**src/logic/mem_stage_pkg.sv**
```systemverilog
package mem_stage_pkg;

    // data and address width of the core
    localparam int xlen = 32;

    // byte lanes in one data word
    localparam int byte_lanes = xlen / 8;

    // width of the byte offset inside a word
    localparam int lane_bits = $clog2(byte_lanes);

    // access size, taken from funct3[1:0]
    localparam logic [1:0] size_byte = 2'd0;
    localparam logic [1:0] size_half = 2'd1;
    localparam logic [1:0] size_word = 2'd2;

    // RISC-V load/store width code (funct3)
    // bits 1:0 give the size, bit 2 selects zero extension
    // codes 3, 6 and 7 have no entry and are treated as illegal
    // stores only accept the three signed codes
    typedef enum logic [2:0] {
        byte_signed   = 3'd0,
        half_signed   = 3'd1,
        word          = 3'd2,
        byte_unsigned = 3'd4,
        half_unsigned = 3'd5
    } mem_funct3_e;

endpackage
```
**src/logic/access_decode.sv**
```systemverilog
`timescale 1ns/10ps

module access_decode import mem_stage_pkg::*; (
    input  logic                  req,
    input  logic                  we,
    input  mem_funct3_e           funct3,
    input  logic [xlen-1:0]       store_data,
    input  logic [xlen-1:0]       addr,
    output logic                  wr_en,
    output logic                  rd_en,
    output logic [byte_lanes-1:0] byte_en,
    output logic [xlen-1:0]       wr_data,
    output logic                  bad
);

    logic [1:0]           size;
    logic                 zext;
    logic                 code_ok;
    logic                 misaligned;
    logic [lane_bits-1:0] offset;

    // split the width code into size and extension flag
    assign size   = funct3[1:0];
    assign zext   = funct3[2];
    assign offset = addr[lane_bits-1:0];

    // size 3 never exists, and zero extension only makes sense
    // for byte and halfword loads
    assign code_ok = (size != 2'b11) && !(zext && (size == size_word)) && !(zext && we);

    // natural alignment check against the low address bits
    always_comb begin
        case (size)
            size_byte: misaligned = 1'b0;
            size_half: misaligned = offset[0];
            default:   misaligned = (offset != '0);
        endcase
    end

    assign bad = !code_ok || misaligned;

    // lane mask for the addressed bytes
    // replicate the store value so every lane already holds it
    always_comb begin
        case (size)
            size_byte: begin
                byte_en = 4'b0001 << offset;
                wr_data = {4{store_data[7:0]}};
            end
            size_half: begin
                byte_en = 4'b0011 << offset;
                wr_data = {2{store_data[15:0]}};
            end
            default: begin
                byte_en = 4'b1111;
                wr_data = store_data;
            end
        endcase
    end

    // a faulting request touches nothing
    assign wr_en = req && we && !bad;
    assign rd_en = req && !we && !bad;

endmodule

```
**config.mk**
```make
export PLATFORM = sky130hd
export DESIGN_NAME = access_decode
export DESIGN_NICKNAME = d
export VERILOG_FILES = /design/src/logic/mem_stage_pkg.sv /design/src/logic/access_decode.sv
export SDC_FILE = /design/constraint.sdc
export NUM_CORES = 1
export LEC_CHECK = 0
export BUFFER_PORTS_ARGS = -buffer_cell sky130_fd_sc_hd__buf_2
export CAP_MARGIN = 20
export CORE_MARGIN = 3
export CORE_UTILIZATION = 29
export DETAILED_ROUTE_END_ITERATION = 12
export GPL_TIMING_DRIVEN = 0
export PLACE_DENSITY = 0.93
export SLEW_MARGIN = 10
export SYNTH_ARGS = -nofsm -noshare
export SYNTH_HDL_FRONTEND = slang
export SYNTH_SLANG_ARGS = --single-unit
export TNS_END_PERCENT = 30
```
**constraint.sdc**
```tcl
create_clock -name vclk -period 1.2
set_input_delay 0.24 -clock vclk [all_inputs]
set_output_delay 0.24 -clock vclk [all_outputs]
set_load 0.01 [all_outputs]
```
# Yosys cells after proc, flatten, opt, wreduce, memory -nomap -nowiden
# Index checks and enable logic that the tools add are counted.
[totals]
in_bits = 69
regBits = 0
wordCells = 24
out_inout_bits = 39
[classes]
n_shift = 2
n_eq_ne = 3
mux = 3
reduce_logical = 16
[op_table]
columns = ["op", "count"]
rows = [
  ["32-bit case mux with 2 select lines", 1],
  ["1-bit logical AND", 8],
  ["4-bit case mux with 2 select lines", 1],
  ["1-bit zero test", 5],
  ["1-bit by 2-bit << shifter with 4-bit output (first input constant)", 1],
  ["2-bit by 2-bit << shifter with 4-bit output (first input constant)", 1],
  ["2-bit by 1-bit equality test with 1-bit output (second input constant)", 1],
  ["2-bit equality test (second input constant)", 1],
  ["2-bit zero test", 1],
  ["2-bit != test (second input constant)", 1],
  ["1-bit case mux with 2 select lines", 1],
  ["2-bit nonzero test", 1],
  ["1-bit logical OR", 1],
]

# Logic depth before layout (Yosys ltp)
[logic_depth]
word_depth = 9
mapped_depth = 4
depth_no_buf = 2

# Least setup slack after synthesis
# No wires, ideal clock.
[synth_path]
path_kind = "input to output"
start = "in funct3[0]"
end = "out wr_data[10]"
stages = 3
arrival_time_ps = 890
required_time_ps = 960
path_buffers = 1
path_slack_ps = 70
cell_sequence = "buf_6 > nor2_8 > mux2_2"
[synth_via]
elab_chain_cells = 2
word_cells_on_any_way = 3
classes_between = "eq/ne: 1; mux: 1; reduce/logical: 1"
[synth_lines]
columns = ["element", "line", "rtl"]
rows = [
  ["start, declared", "access_decode.sv:6", "input mem_funct3_e funct3,"],
  ["2-bit by 1-bit equality test with 1-bit output or 2-bit zero test (tied branches)", "access_decode.sv:45", "case (size)"],
  ["32-bit case mux with 2 select lines *", "access_decode.sv:45", ""],
  ["end, declared", "access_decode.sv:12", "output logic [xlen-1:0] wr_data,"],
]
# Mark *: on every way between the ends. The rest lies on a longest branch, timed or not.

# Worst setup path after layout
[layout_path]
start = "in funct3[1]"
end = "out wr_data[12]"
# Same word-level chain as after synthesis.

==> summary.md <==
| Metric | Value |
|---|---|
| Worst setup EP type | output pin |
| Maximum number of pins on one net before global-route repair | 11 |
| Slew at the pin with the worst max-slew slack | roughly 220 ps |
| Dpl cell area | between 0.001 and 0.0015 mm² |
| Number of placement rows | 16 |
| Most area-consuming cells after synthesis | mux2_2 (22%), mux2i_1 (13%), buf_4 (11%) |
| Pleak | ~0.66 nW |
| Crit path max-delay cell type | mux2_4 |
| Fraction of final layout cells sized beyond drive strength 1 | approximately three quarters |
| X dimension of the die | ~52 µm |
| Remaining routing DRC violations | 0 |
| Buf+Inv Stages, Crit Path | 2 |
| Headroom to the max-slew limit | between 80% and 90% |
| Setup repair after global routing missed its margin | yes |
| Net total in the final layout | around 220 |
| Detailed Routing Iterations Pass 1 | 4 |
| Number of vias per cell after detailed routing | 4.67 |
| Number of buffer cells added on primary ports | 75 |
| Design Area, Final | about 0.0012 mm² |
| Outcome | complete, but fails checks |
| Finished Layout Cells | roughly 180 |
| Data required time of the critical path | around 960 ps |
| Final hold vios | 0 |
| CP cell instances | buf_12 -> nor2_4 -> mux2_4 -> buf_6 |
| Sort of element at the start of the critical path | input port |
| Sequential cells | 0 |
| Syn Std Cell Area | roughly 620 µm² |
| Core area | ~0.002 mm² |
| Vias post-DR | around 830 |
| Part of the Yosys area used for sequential elements | 0% |
| Area of the die | between 0.002 and 0.003 mm² |
| Post-DRT Antenna Nets | 0 |
| Maximum clock rate | 808 MHz |
| Total routing resource utilization after global routing | between 15 and 20% |
| Area growth, synth to finish | 86.2% |
| CP delay by family, top | multiplexers |
| Most frequent standard cell in the layout excluding fill and tap cells | buf_2 |
| Remaining Overflow, GRT | 0 |
| Critical path arrival | 1000 ps |
| CP startpoint | funct3[1] |
| Ys Warns | 0 |
| Maximum fanout along the worst path | 7 |
| Largest area contributor in the synthesized netlist | mux2_2 |
| Area occupied by registers | 0 µm² |
| Final Critical Period | around 1200 ps |
| Post-route core utilization | 58.1% |
| Number of hold-repair buffers added at the cts stage | 0 |
| Placed instance count | roughly 180 |
| Initial antenna violation count | 0 |
| Average instance area after synthesis | between 8 and 9 µm² |
| Path class of the lowest-slack min-delay path | in -> out |
| Crit-path max cell delay | 330 ps |
| Worst setup slack after placement | -108 ps |
| Final cycle utilization of the critical path | 103% |
| Min-Delay Startpoint | store_data[28] |
| Diodes inserted | 0 |
| Via count of the first global-routing pass | approximately 800 |
| Wire length of the first global-routing pass | approximately 3.3 mm |
| Max_cap viols | 0 |
| Initial Utilization | roughly 31% |
| Power density normalized to cell area | 419 mW/mm² |
| Distinct cells, synth | 21 |
| Wirelength per Cell | between 10 and 15 µm |
| HPWL after DPL | approximately 1.6 mm |
| I/O pin cnt | between 100 and 150 |
| Final setup slack of the worst path | -37.0 ps |
| Wire length reported by the detailed router | approximately 2.3 mm |
| Violations in the final reports | negative setup slack |
| Most used cells in the layout excluding fill and tap cells | buf_2 (68), mux2_4 (12), nand2_1 (10), buf_4 (10) |
| Number of clock buffer instances in the layout | 0 |
| Area share of the largest cell type after synthesis | 21.6% |
| Syn nets | roughly 140 |
| Setup Crit Path Kind | in -> out |
| Count of routing violations after the opening detailed-route iteration | 13 |
| Max VDD drop | 0.220 mV |
| Number of failing setup endpoints in the final timing report | 12 |
| Routability-driven placement congestion ratio | between 0.6 and 0.7 |
| Cells after Synth | 74 |
| Total Power | between 0.4 and 0.5 mW |
| Die Span Y | ~52 µm |
| Final-report max-slew violation count | 0 |
[cell families after synthesis]
kind of cell    count (synthesis)  synth area share, %
buf+inv                        16                 20.8
simple gates                   17                 17.4
compound gates                 17                 17.6
mux                            24                 44.1
[timing repair]
action,CTS,global route
setup buffers,1,0
resized for setup,19,4
gates cloned,1,0
setup endpoints to repair,20,28
hold endpoints to repair,0,0
pin swaps,3,3
[through the flow]
step | hold slack [ps] | TNS [ps]
finish | 778 | -273
global route | 800 | -732
CTS | 780 | -474
detailed placement | 780 | -942
global placement | 775 | -887
floorplan | 559 | 0
[final cells by class]
class                           instances  area [µm²]
Multi-Input combinational cell         59         539
Tap cell                               27        33.8
Timing Repair Buffer                   76         433
Inverter                                1        3.75
Fill cell                             190         840
Buffer                                 15         153
[worst paths after layout]
path	end	slack, ps	depth (start not counted)
worst max-delay path	wr_data[12]	-40	4
worst min-delay path	wr_data[28]	780	4
[per-layer routing]
| layer | vias up | wire length, µm | global-route usage (%) |
|---|---|---|---|
| met1 | 361 | 910 | 20.5 |
| met2 | 55 | 1100 | 27.9 |
| li1 | 416 | - | - |
| met4 | 0 | 0 | 0 |
| met3 | 0 | 254 | 1.14 |
| met5 | - | 0 | 0 |
[report_power, final]
part | switching [mW] | internal [mW]
Combinational | 0.215 | 0.272
Sequential | 0 | 0
Clock | 0 | 0
Total | 0.215 | 0.272
[Yosys cell counts (all sizes together)]
master and instances:
inv 1, nand2 10, o21bai 2, and4bb 1, mux2 16, a21o 2
o21ai 11, buf 14, nand2b 1, nor2 4, o311a 1, a221oi 1
nor4 1, mux2i 8, clkbuf 1
Note: power is estimated with default switching activity, not from simulation.
