--- src/logic/mem_stage_pkg.sv ---
package mem_stage_pkg;

    // data and address width of the core
    localparam int xlen = 32;

    // byte lanes in one data word
    localparam int byte_lanes = xlen / 8;

    // width of the byte offset inside a word
    localparam int lane_bits = $clog2(byte_lanes);

    // access size, taken from funct3[1:0]
    localparam logic [1:0] size_byte = 2'd0;
    localparam logic [1:0] size_half = 2'd1;
    localparam logic [1:0] size_word = 2'd2;

    // RISC-V load/store width code (funct3)
    // bits 1:0 give the size, bit 2 selects zero extension
    // codes 3, 6 and 7 have no entry and are treated as illegal
    // stores only accept the three signed codes
    typedef enum logic [2:0] {
        byte_signed   = 3'd0,
        half_signed   = 3'd1,
        word          = 3'd2,
        byte_unsigned = 3'd4,
        half_unsigned = 3'd5
    } mem_funct3_e;

endpackage
--- src/logic/load_extract.sv ---
`timescale 1ns/10ps

module load_extract import mem_stage_pkg::*; (
    input  logic [xlen-1:0]      rd_word,
    input  logic [lane_bits-1:0] offset,
    input  mem_funct3_e          funct3,
    output logic [xlen-1:0]      load_data
);

    logic [xlen-1:0] shifted;
    logic [7:0]      sel_byte;
    logic [15:0]     sel_half;

    // bring the addressed lane down to bit 0
    // offset counts bytes, so scale it by eight
    assign shifted  = rd_word >> {offset, 3'b000};
    assign sel_byte = shifted[7:0];
    assign sel_half = shifted[15:0];

    // extend according to the width code
    always_comb begin
        case (funct3)
            byte_signed: begin
                load_data = {{(xlen-8){sel_byte[7]}}, sel_byte};
            end
            half_signed: begin
                load_data = {{(xlen-16){sel_half[15]}}, sel_half};
            end
            byte_unsigned: begin
                load_data = {{(xlen-8){1'b0}}, sel_byte};
            end
            half_unsigned: begin
                load_data = {{(xlen-16){1'b0}}, sel_half};
            end
            // full word needs no lane select
            default: begin
                load_data = rd_word;
            end
        endcase
    end

endmodule

--- config.mk ---
export PLATFORM = sky130hd
export DESIGN_NAME = load_extract
export DESIGN_NICKNAME = d
export VERILOG_FILES = /design/src/logic/mem_stage_pkg.sv /design/src/logic/load_extract.sv
export SDC_FILE = /design/constraint.sdc
export NUM_CORES = 1
export LEC_CHECK = 0
export BUFFER_PORTS_ARGS = -buffer_cell sky130_fd_sc_hd__buf_2
export CORE_MARGIN = 1
export CORE_UTILIZATION = 41
export DETAILED_ROUTE_END_ITERATION = 8
export GPL_TIMING_DRIVEN = 0
export PLACE_DENSITY = 0.9
export SYNTH_ARGS = -nofsm -noshare
export SYNTH_HDL_FRONTEND = slang
export SYNTH_SLANG_ARGS = --single-unit
--- constraint.sdc ---
create_clock -name vclk -period 2.55
set_input_delay 0 -clock vclk [all_inputs]
set_output_delay 0 -clock vclk [all_outputs]
set_load 0.05 [all_outputs]
Word-level counts from Yosys, hierarchy flattened

Index checks and enable logic that the tools add are counted.

Reductions and logical operators: 1
Multiplexer cells: 1
Shift-type cells: 1
Equality and inequality tests: 3

Operators by type and width:

| cell                                                | count |
|---|---|
| case mux 32 bit (4 select lines)                    | 1 |
| >> shifter 32 x 5 -> 16 bit                         | 1 |
| equality test 3 bit, second input constant          | 2 |
| equality test 3 x 1 -> 1 bit, second input constant | 1 |
| logical NOT 3 bit                                   | 1 |

Bits of input ports: 37
Output and inout bits: 32
Bits in registers: 0
Logic and storage cells: 6

Depth between registers and ports, before layout

Gate-level depths: netlist of run 1.

Word-level depth: 2
Mapped depth: 4
Depth with buffers taken out: 3

Least setup slack after synthesis of run 1

Ideal clock, no wire load.

Kind: in2out
Start: input port offset[1]
End: output port load_data[14]
Path slack: 0.288 ns
Required time: 2.550 ns
Buffers on the path: 1
Stages on the path: 4
Data arrival time: 2.262 ns
Path through: buf_2 -> mux2i_1 -> a2bb2oi_1 -> o311ai_0

Cells in the longest elaborated chain, start to end: 2

RTL lines:

| what                             | RTL line           | RTL |
|---|---|---|
| start: declaration               | load_extract.sv:5  | `input logic [lane_bits-1:0] offset,` |
| >> shifter 32 x 5 -> 16 bit      | load_extract.sv:16 | `assign shifted = rd_word >> {offset, 3'b000};` |
| case mux 32 bit (4 select lines) | load_extract.sv:22 | `case (funct3)` |
| end: declaration                 | load_extract.sv:7  | `output logic [xlen-1:0] load_data` |

No other way between the ends.

Worst setup path in the final report of run 1

Start: input port offset[1]
End: output port load_data[27]

Same word-level chain as after synthesis.

==> impl_metrics.env, run 1 <==
export IMPL_post_cts_setup_buffer_count=0
export IMPL_first_global_vias=995
export IMPL_total_instance_count_after_detailed_placement=191
export IMPL_synth_fp_nets=143
export IMPL_outcome="complete, no violations"
export IMPL_die_width_um=43.1
export IMPL_initial_core_util_pct=44.9
export IMPL_startpoint_type="input port"
export IMPL_rsz_0062_raised_after_global_routing="no"
export IMPL_grt_first_pass_wirelength_um=4340
export IMPL_cts_hold_fix_buffers=0
export IMPL_timing_critical_path_to_type="output pin"
export IMPL_netlist_top_cells_count="sky130_fd_sc_hd__nand2_1, sky130_fd_sc_hd__o21ai_0, sky130_fd_sc_hd__mux2_2, sky130_fd_sc_hd__o31ai_1"
export IMPL_hold_path_end="load_data[4]"
export IMPL_place_hpwl_um=2110
export IMPL_seq_power_share_pct=0
export IMPL_final_hold_viol_count=0
export IMPL_synth_most_common_cell="sky130_fd_sc_hd__nand2_1"
export IMPL_synth_seq_area_share_pct=0
export IMPL_num_clock_buffers=0
export IMPL_numSequentialCells=0
export IMPL_crit_path_max_fanout=10
export IMPL_hold_start="rd_word[4]"
export IMPL_placeableCoreArea_um2=1540
export IMPL_placedInstanceArea_um2=1060
export IMPL_grt_total_usage_pct=28.8
export IMPL_netlist_top_cells_area="sky130_fd_sc_hd__nand2_1, sky130_fd_sc_hd__o21ai_0, sky130_fd_sc_hd__mux2_2, sky130_fd_sc_hd__o31ai_1, sky130_fd_sc_hd__a221oi_1"
export IMPL_multi_input_comb_area_um2=637
export IMPL_max_slew_margin_rel_pct=63.4
export IMPL_cell_internal_power_uw=102
export IMPL_critical_path_arrival_ns=1.51
export IMPL_post_synth_cell_area_avg_um2=6.53
export IMPL_detail_route_drc_violations=0
export IMPL_num_antenna_cells=0
export IMPL_final_nets=214
export IMPL_drt_first_iter_violations=44
export IMPL_netlist_top_cell_by_area="sky130_fd_sc_hd__nand2_1"
export IMPL_cts_repair_resized=0
export IMPL_route_final_wire_length_um=2690
export IMPL_number_of_antenna_violations_at_the_first_check_in_global_routing=0
export IMPL_finalNonFillerCells=191
export IMPL_vias=1131
export IMPL_place_congestion=0.947
export IMPL_grt_overflow_total=0
export IMPL_report_power_total_uw=373
export IMPL_power_share_combinational_pct=100.0
export IMPL_setup_viol=0
export IMPL_final_max_slew_violation_count=0
export IMPL_hold_path_class="input port to output pin"
export IMPL_post_synth_instance_area_um2=692
export IMPL_i_o_buffers=69
export IMPL_synth_largest_type_area_fraction_pct=16.8
export IMPL_power_density_nw_per_um2=353
export IMPL_drt_pass1_iterations=4
export IMPL_netSwitchingPower_uw=271
export IMPL_grt_max_degree=11
export IMPL_hold_path_stages=4
export IMPL_die_height_um=43.1
export IMPL_synth_cells=106
export IMPL_clock_power_share_pct=0
export IMPL_finalCritPeriodShare_pct=59.3
export IMPL_switching_share_pct=72.7
export IMPL_crit_type="input port to output pin"
export IMPL_clock_fmax_mhz=661
export IMPL_io_pins=69
export IMPL_post_drt_wl_per_cell_um=14.1
export IMPL_timing_critical_path_required_ns=2.55
export IMPL_final_setup_tns_ns=0
export IMPL_ir_drop_mv=0.159
export IMPL_final_antenna_net_count=0
export IMPL_via_per_inst=5.92
export IMPL_yosys_warnings=0
export IMPL_seq_area_um2=0
export IMPL_slew_at_the_pin_closest_to_its_max_slew_limit_ns=0.548
export IMPL_rows=14
export IMPL_flow_area_growth_from_synthesis_pct=52.8
export IMPL_max_cap_viol_count=0
export IMPL_die_outline_area_um2=1860
export IMPL_synth_lib_cells_used_distinct=26
export IMPL_drive_gt1_share_pct=48.6
export IMPL_leakage_power_uw=0.000556
export IMPL_timing_final_crit_period_ns=1.51
export IMPL_fill_cells=129
export IMPL_final_cell_area_um2=1060
[kinds of logic after synthesis]
kind of cell / count (synthesis) / share of synthesized area [%]
compound gates: 48 / 51.7
mux: 12 / 20.4
buf+inv: 12 / 7.95
simple gates: 34 / 19.9
[worst max-delay path by stage]
stage | startpoint | endpoint | slack, ns | depth (start not counted)
finish | offset[1] | load_data[27] | 1.04 | 6
floorplan | offset[1] | load_data[14] | 0.29 | 4
global route | offset[1] | load_data[27] | 0.92 | 6
global placement | offset[1] | load_data[30] | 1.09 | 6
CTS | offset[1] | load_data[31] | 1.05 | 6
detailed placement | offset[1] | load_data[31] | 1.05 | 6
[metal layers]
metal,vias up,share of wire (%),routed length (um),global-route usage (%)
li1,544,-,-,-
met1,504,37,998,36.4
met2,81,52,1410,52.2
met3,2,9.7,261,0.851
met4,0,0.63,17,8.48
met5,-,0,0,0
[final cells by class]
class                           count  share of cell area [%]
Inverter                            4                    1.42
Multi-Input combinational cell     94                    60.2
Tap cell                           16                    1.89
Buffer                              8                    3.79
Timing Repair Buffer               69                    32.7
[through the flow]
step,setup WS (ns),hold slack [ns],utilization (%)
global route,0.918,0.426,68.6
CTS,1.05,0.401,68.6
floorplan,0.288,0.296,-
detailed placement,1.05,0.400,68.6
finish,1.04,0.401,68.6
global placement,1.09,0.399,68.6
[power groups by stage]
| stage | logic (uW) | registers [uW] | clock network, uW |
|---|---|---|---|
| 3_5_place_dp | 371 | 0 | 0 |
| 3_3_place_gp | 367 | 0 | 0 |
| 4_1_cts | 372 | 0 | 0 |
| 5_1_grt | 394 | 0 | 0 |
| 6_report | 373 | 0 | 0 |
| 2_1_floorplan | 271 | 0 | 0 |
[worst max-delay path, cell delays in order]
cell,delay (ns)
sky130_fd_sc_hd__buf_2,0.14
sky130_fd_sc_hd__mux2_2,0.37
sky130_fd_sc_hd__a221oi_4,0.37
sky130_fd_sc_hd__clkbuf_2,0.28
sky130_fd_sc_hd__o21ai_0,0.12
sky130_fd_sc_hd__buf_2,0.22
[placed cells by master (no fill, tap or decap), drive strengths merged]
cell type | synthesis | layout
o2bb2ai | 1 | 1
o21ai | 21 | 21
inv | 4 | 4
o21bai | 1 | 1
nor2b | 2 | 2
nand4 | 1 | 1
a22oi | 5 | 5
mux2i | 4 | 4
mux4 | 1 | 1
buf | 2 | 71
nand2 | 31 | 31
a22o | 2 | 2
a2bb2oi | 1 | 1
o221a | 1 | 1
o31ai | 7 | 7
o211ai | 1 | 1
clkbuf | 6 | 6
mux2 | 7 | 7
a21oi | 1 | 1
a221oi | 6 | 6
o311ai | 1 | 1
(Power assumes the default switching activity.)
==> run 2, diff against run 1 <==
--- a/config.mk
+++ b/config.mk
@@ -7,10 +7,10 @@
 export LEC_CHECK = 0
 export BUFFER_PORTS_ARGS = -buffer_cell sky130_fd_sc_hd__buf_2
 export CORE_MARGIN = 1
-export CORE_UTILIZATION = 41
+export CORE_UTILIZATION = 34
 export DETAILED_ROUTE_END_ITERATION = 8
 export GPL_TIMING_DRIVEN = 0
-export PLACE_DENSITY = 0.9
+export PLACE_DENSITY = 0.8
 export SYNTH_ARGS = -nofsm -noshare
 export SYNTH_HDL_FRONTEND = slang
 export SYNTH_SLANG_ARGS = --single-unit
==> constraint.sdc (replaced) <==
create_clock -name vclk -period 1.3
set_input_delay 0 -clock vclk [all_inputs]
set_output_delay 0 -clock vclk [all_outputs]
set_load 0.05 [all_outputs]
==> run 2 against run 1 <==
  * The run now ends with negative setup slack left
  * Utilization is 13 points higher
  * Worst setup slack worse by 1.1 ns
  * Combinational power grew to 2.6 times the previous value
  * Sequential share of layout area stayed put
  * Worst hold slack worse by 0.045 ns
  * Count of clock-buffer cells in the layout stayed put
  * Design area is 40% higher
  * Largest cell class unchanged
  * Global-route usage is 1.5 points lower
  * Critical path depth stayed put
==> impl_metrics.env, run 2 (synthesis results as in run 1) <==
export IMPL_cp_top_family="multiplexers"
export IMPL_final_hold_viol_count=0
export IMPL_die_outline_area_um2=2220
export IMPL_drt_pass1_iterations=4
export IMPL_post_drt_wl_per_cell_um=19.5
export IMPL_leakage_power_uw=0.000721
export IMPL_violated_checks="negative setup slack"
export IMPL_final_antenna_net_count=0
export IMPL_place_congestion=0.880
export IMPL_die_width_um=47.1
export IMPL_clock_power_share_pct=0
export IMPL_crit_type="input port to output pin"
export IMPL_initial_core_util_pct=38.0
export IMPL_grt_max_degree=11
export IMPL_hold_path_class="input port to output pin"
export IMPL_timing_critical_path_required_ns=1.30
export IMPL_mostFrequentLayoutCells="sky130_fd_sc_hd__buf_2, sky130_fd_sc_hd__nand2_1, sky130_fd_sc_hd__buf_6"
export IMPL_cts_hold_fix_buffers=0
export IMPL_max_cap_viol_count=0
export IMPL_outcome="finished, violations left"
export IMPL_via_per_inst=6.52
export IMPL_rsz_0062_raised_after_global_routing="yes"
export IMPL_crit_path_max_fanout=6
export IMPL_final_setup_tns_ns=-0.448
export IMPL_grt_overflow_total=0
export IMPL_slew_at_the_pin_closest_to_its_max_slew_limit_ns=0.413
export IMPL_grt_total_usage_pct=27.3
export IMPL_cp_slowest_cell="sky130_fd_sc_hd__mux4_2"
export IMPL_rows=15
export IMPL_seq_area_um2=0
export IMPL_setup_viol=18
export IMPL_power_share_combinational_pct=100.0
export IMPL_final_max_slew_violation_count=0
export IMPL_clock_fmax_mhz=731
export IMPL_cells_along_the_critical_path="buf_8, mux4_2, o211ai_4, buf_6, o21ai_1, buf_6"
export IMPL_numSequentialCells=0
export IMPL_num_clock_buffers=0
export IMPL_max_slew_margin_rel_pct=72.4
export IMPL_die_height_um=47.1
export IMPL_seq_power_share_pct=0
export IMPL_final_nets=222
export IMPL_first_global_vias=999
export IMPL_max_incr_delay_on_cp_ns=0.58
export IMPL_cp_buffers_inverters=3
export IMPL_critical_path_arrival_ns=1.37
export IMPL_switching_share_pct=64.7
export IMPL_route_final_wire_length_um=4050
export IMPL_timing_final_crit_period_ns=1.37
export IMPL_ir_drop_mv=0.394
export IMPL_i_o_buffers=69
export IMPL_startpoint_type="input port"
export IMPL_drive_gt1_share_pct=68.9
export IMPL_netSwitchingPower_uw=636
export IMPL_timing_critical_path_to_type="output pin"
export IMPL_grt_first_pass_wirelength_um=4440
export IMPL_vias=1357
export IMPL_num_antenna_cells=0
export IMPL_power_density_nw_per_um2=664
export IMPL_finalCritPeriodShare_pct=105
export IMPL_flow_area_growth_from_synthesis_pct=114
export IMPL_setup_slack_ns=-0.0672
export IMPL_layout_cells_most_common="sky130_fd_sc_hd__buf_2"
export IMPL_place_hpwl_um=2280
export IMPL_detail_route_drc_violations=0
export IMPL_number_of_antenna_violations_at_the_first_check_in_global_routing=0
export IMPL_placeableCoreArea_um2=1820
export IMPL_fill_cells=93
export IMPL_finish_utilization_pct=81.4
export IMPL_critical_path_top_cell_by_count="sky130_fd_sc_hd__buf_6"
export IMPL_drt_first_iter_violations=73
export IMPL_io_pins=69
export IMPL_cell_internal_power_uw=347
==> run 2: changes by cell type in the layout (fill, tap and decap cells not counted), moves of 4 or more <==
cell,previous run,this run
sky130_fd_sc_hd__buf_6,1,27
sky130_fd_sc_hd__clkbuf_1,5,0
sky130_fd_sc_hd__buf_4,0,7
sky130_fd_sc_hd__buf_2,70,42
sky130_fd_sc_hd__o31ai_1,7,2
sky130_fd_sc_hd__o31ai_2,0,5
sky130_fd_sc_hd__o21ai_2,0,16
sky130_fd_sc_hd__o21ai_0,17,0
sky130_fd_sc_hd__clkbuf_2,1,5
==> run 2: final timing paths <==
| kind | cells past startpoint | from | slack [ns] | endpoint |
|---|---|---|---|---|
| setup / recovery | 6 | offset[0] | -0.07 | load_data[28] |
| hold / removal | 4 | rd_word[23] | 0.36 | load_data[23] |
==> run 2: repair_timing <==
action / CTS / global route
endpoints found under the setup margin: 30 / 31
pin swaps: 6 / 7
resized for setup: 61 / 47
gates cloned: 1 / 0
buffers inserted: 4 / 3
==> run 2: through the flow <==
step / area (um^2) / setup WS [ns] / cells / hold WS [ns] / power (uW)
floorplan: 716 / -0.425 / 106 / 0.219 / 547
global placement: 1090 / -0.208 / 200 / 0.397 / 739
detailed placement: 1090 / -0.236 / 200 / 0.399 / 749
CTS: 1290 / -0.0552 / 205 / 0.349 / 857
global route: 1480 / -0.237 / 208 / 0.372 / 1020
finish: 1480 / -0.0672 / 208 / 0.356 / 983
==> run 2: layout make-up <==
type | count | area, um^2 | share of cell area, %
buffer | 8 | 62.6 | 4.22
inverter | 4 | 15.0 | 1.01
multi-input combinational | 94 | 786 | 53.0
tap | 25 | 31.3 | 2.11
timing repair buffer | 77 | 587 | 39.6
==> run 2: per-layer routing <==
layer / wire length [um] / up-vias / GRT usage, % / share of wire, %
met3: 323 / 14 / 0.385 / 8.0
li1: - / 566 / - / -
met2: 2100 / 111 / 51.1 / 52
met5: 0 / - / 0 / 0
met4: 99 / 0 / 4.00 / 2.4
met1: 1520 / 666 / 35.6 / 38
==> run 2: worst min-delay path: cells and delay by family <==
kind | cells | cell delay [ns]
buffers and inverters | 2 | 0.23
AND/OR/NAND/NOR | 1 | 0.06
AO/OA/AOI/OAI | 1 | 0.06
==> run 2: power groups by stage <==
stage	clock network (uW)	registers, uW	logic, uW
finish	0	0	983
global placement	0	0	739
CTS	0	0	857
detailed placement	0	0	749
floorplan	0	0	547
global route	0	0	1020
==> run 3, diff against run 2 <==
--- a/config.mk
+++ b/config.mk
@@ -11,6 +11,7 @@
 export DETAILED_ROUTE_END_ITERATION = 8
 export GPL_TIMING_DRIVEN = 0
 export PLACE_DENSITY = 0.8
+export RECOVER_POWER = 25
 export SYNTH_ARGS = -nofsm -noshare
 export SYNTH_HDL_FRONTEND = slang
 export SYNTH_SLANG_ARGS = --single-unit
==> constraint.sdc (replaced) <==
create_clock -name vclk -period 1.25
set_input_delay 0 -clock vclk [all_inputs]
set_output_delay 0 -clock vclk [all_outputs]
set_load 0.05 [all_outputs]
==> run 3 against run 2 <==
  * Global-route usage increased by 7.6 points
  * Utilization increased by 10 points
  * Power grew 13%
  * First-iteration DRC count fell by 37%
  * Worst hold slack worse by 0.013 ns
  * Design area up 12%
  * Worst setup slack lost 0.038 ns
  * Sequential cell count unchanged
  * Final cell count grew 0.96%
  * Non-clock buffer count is 2 higher
  * Highest routed layer unchanged
  * Die area stayed put
  * Largest cell class unchanged
  * Count of clock-buffer cells in the layout unchanged
  * The flow still finishes with violations (negative setup slack)
==> impl_metrics.env, run 3 (synthesis results as in run 1) <==
export IMPL_drt_first_iter_violations=46
export IMPL_max_slew_margin_rel_pct=65.9
export IMPL_rsz_0062_raised_after_global_routing="yes"
export IMPL_via_per_inst=6.37
export IMPL_finish_utilization_pct=91.5
export IMPL_startpoint_type="input port"
export IMPL_cells_along_the_critical_path="buf_2, mux4_2, buf_6, a21oi_4, buf_12, o31ai_2, buf_6"
export IMPL_finalCritPeriodShare_pct=108
export IMPL_final_hold_viol_count=0
export IMPL_drt_pass1_iterations=4
export IMPL_timing_final_crit_period_ns=1.36
export IMPL_final_antenna_net_count=0
export IMPL_num_antenna_cells=0
export IMPL_critical_path_arrival_ns=1.36
export IMPL_netSwitchingPower_uw=697
export IMPL_drive_gt1_share_pct=73.0
export IMPL_die_width_um=47.1
export IMPL_finalNonFillerCells=210
export IMPL_leakage_power_uw=0.000765
export IMPL_max_incr_delay_on_cp_ns=0.50
export IMPL_seq_power_share_pct=0
export IMPL_clock_fmax_mhz=738
export IMPL_cp_buffers_inverters=4
export IMPL_num_clock_buffers=0
export IMPL_clock_power_share_pct=0
export IMPL_grt_total_usage_pct=35.0
export IMPL_post_drt_wl_per_cell_um=19.4
export IMPL_power_density_nw_per_um2=667
export IMPL_grt_first_pass_wirelength_um=5600
export IMPL_detail_route_drc_violations=0
export IMPL_switching_share_pct=62.7
export IMPL_first_global_vias=1238
export IMPL_placedInstanceArea_um2=1210
export IMPL_final_max_slew_violation_count=0
export IMPL_setup_slack_ns=-0.105
export IMPL_flow_area_growth_from_synthesis_pct=141
export IMPL_final_cell_area_um2=1670
export IMPL_placeableCoreArea_um2=1820
export IMPL_final_nets=224
export IMPL_cp_top_family="buffers and inverters"
export IMPL_layout_cells_most_common="sky130_fd_sc_hd__buf_2"
export IMPL_timing_critical_path_required_ns=1.25
export IMPL_max_cap_viol_count=0
export IMPL_cts_hold_fix_buffers=0
export IMPL_crit_path_max_fanout=6
export IMPL_hold_path_class="input port to output pin"
export IMPL_seq_area_um2=0
export IMPL_violated_checks="negative setup slack"
export IMPL_place_congestion=0.818
export IMPL_power_share_combinational_pct=100.0
export IMPL_place_ws_ns=-0.481
export IMPL_fin_worst_hold_slack_ns=0.343
export IMPL_route_final_wire_length_um=4070
export IMPL_setup_viol=23
export IMPL_i_o_buffers=69
export IMPL_io_pins=69
export IMPL_grt_overflow_total=0
export IMPL_numSequentialCells=0
export IMPL_mostFrequentLayoutCells="sky130_fd_sc_hd__buf_2, sky130_fd_sc_hd__nand2_1, sky130_fd_sc_hd__buf_6"
export IMPL_grt_max_degree=11
export IMPL_timing_critical_path_to_type="output pin"
export IMPL_initial_core_util_pct=38.0
export IMPL_crit_type="input port to output pin"
export IMPL_cell_internal_power_uw=415
export IMPL_ir_drop_mv=0.454
export IMPL_outcome="finished, violations left"
export IMPL_total_instance_count_after_detailed_placement=200
export IMPL_number_of_antenna_violations_at_the_first_check_in_global_routing=0
export IMPL_vias=1338
export IMPL_rows=15
export IMPL_slew_at_the_pin_closest_to_its_max_slew_limit_ns=0.512
export IMPL_cp_slowest_cell="sky130_fd_sc_hd__mux4_2"
export IMPL_place_hpwl_um=2360
export IMPL_critical_path_top_cell_by_count="sky130_fd_sc_hd__buf_6"
export IMPL_die_outline_area_um2=2220
export IMPL_die_height_um=47.1
## run 3: changes by cell type in the layout (fill, tap and decap cells not counted), sizes merged
cell / change
clkbuf: +2
inv: -1
clkinvlp: +1
## run 3: repair_timing
item,in CTS,in global routing
gates resized for setup,88,16
buffers inserted,7,2
pin swaps,9,6
gates cloned,1,0
endpoints found under the setup margin,31,25
## run 3: layer usage
metal  part of all wire, %  wire length, um  track usage, %
met4                   2.9              116            9.14
met2                    49             1980            65.8
met5                     0                0               0
met1                    38             1550            41.4
met3                    10              423            4.23
## run 3: power by group through the flow
stage | sequential [uW] | combinational [uW] | clock [uW]
finish | 0 | 1110 | 0
detailed placement | 0 | 843 | 0
global placement | 0 | 829 | 0
global route | 0 | 1150 | 0
floorplan | 0 | 632 | 0
CTS | 0 | 1050 | 0
## run 3: final cells by class
class / instances / area (um^2)
multi-input combinational: 94 / 885
timing repair buffer: 79 / 652
tap: 25 / 31.3
fill: 74 / 155
buffer: 8 / 78.8
inverter: 4 / 18.8
## run 3: worst paths after layout
| path | startpoint | end | depth (start not counted) |
|---|---|---|---|
| hold / removal | rd_word[31] | load_data[31] | 4 |
| setup / recovery | rd_word[7] | load_data[9] | 7 |
## run 3: through the flow
step	setup TNS, ns	power, uW
2_1_floorplan	-2.91	632
3_3_place_gp	-8.47	829
3_5_place_dp	-9.76	843
4_1_cts	-1.62	1050
5_1_grt	-2.25	1150
6_report	-1.65	1110
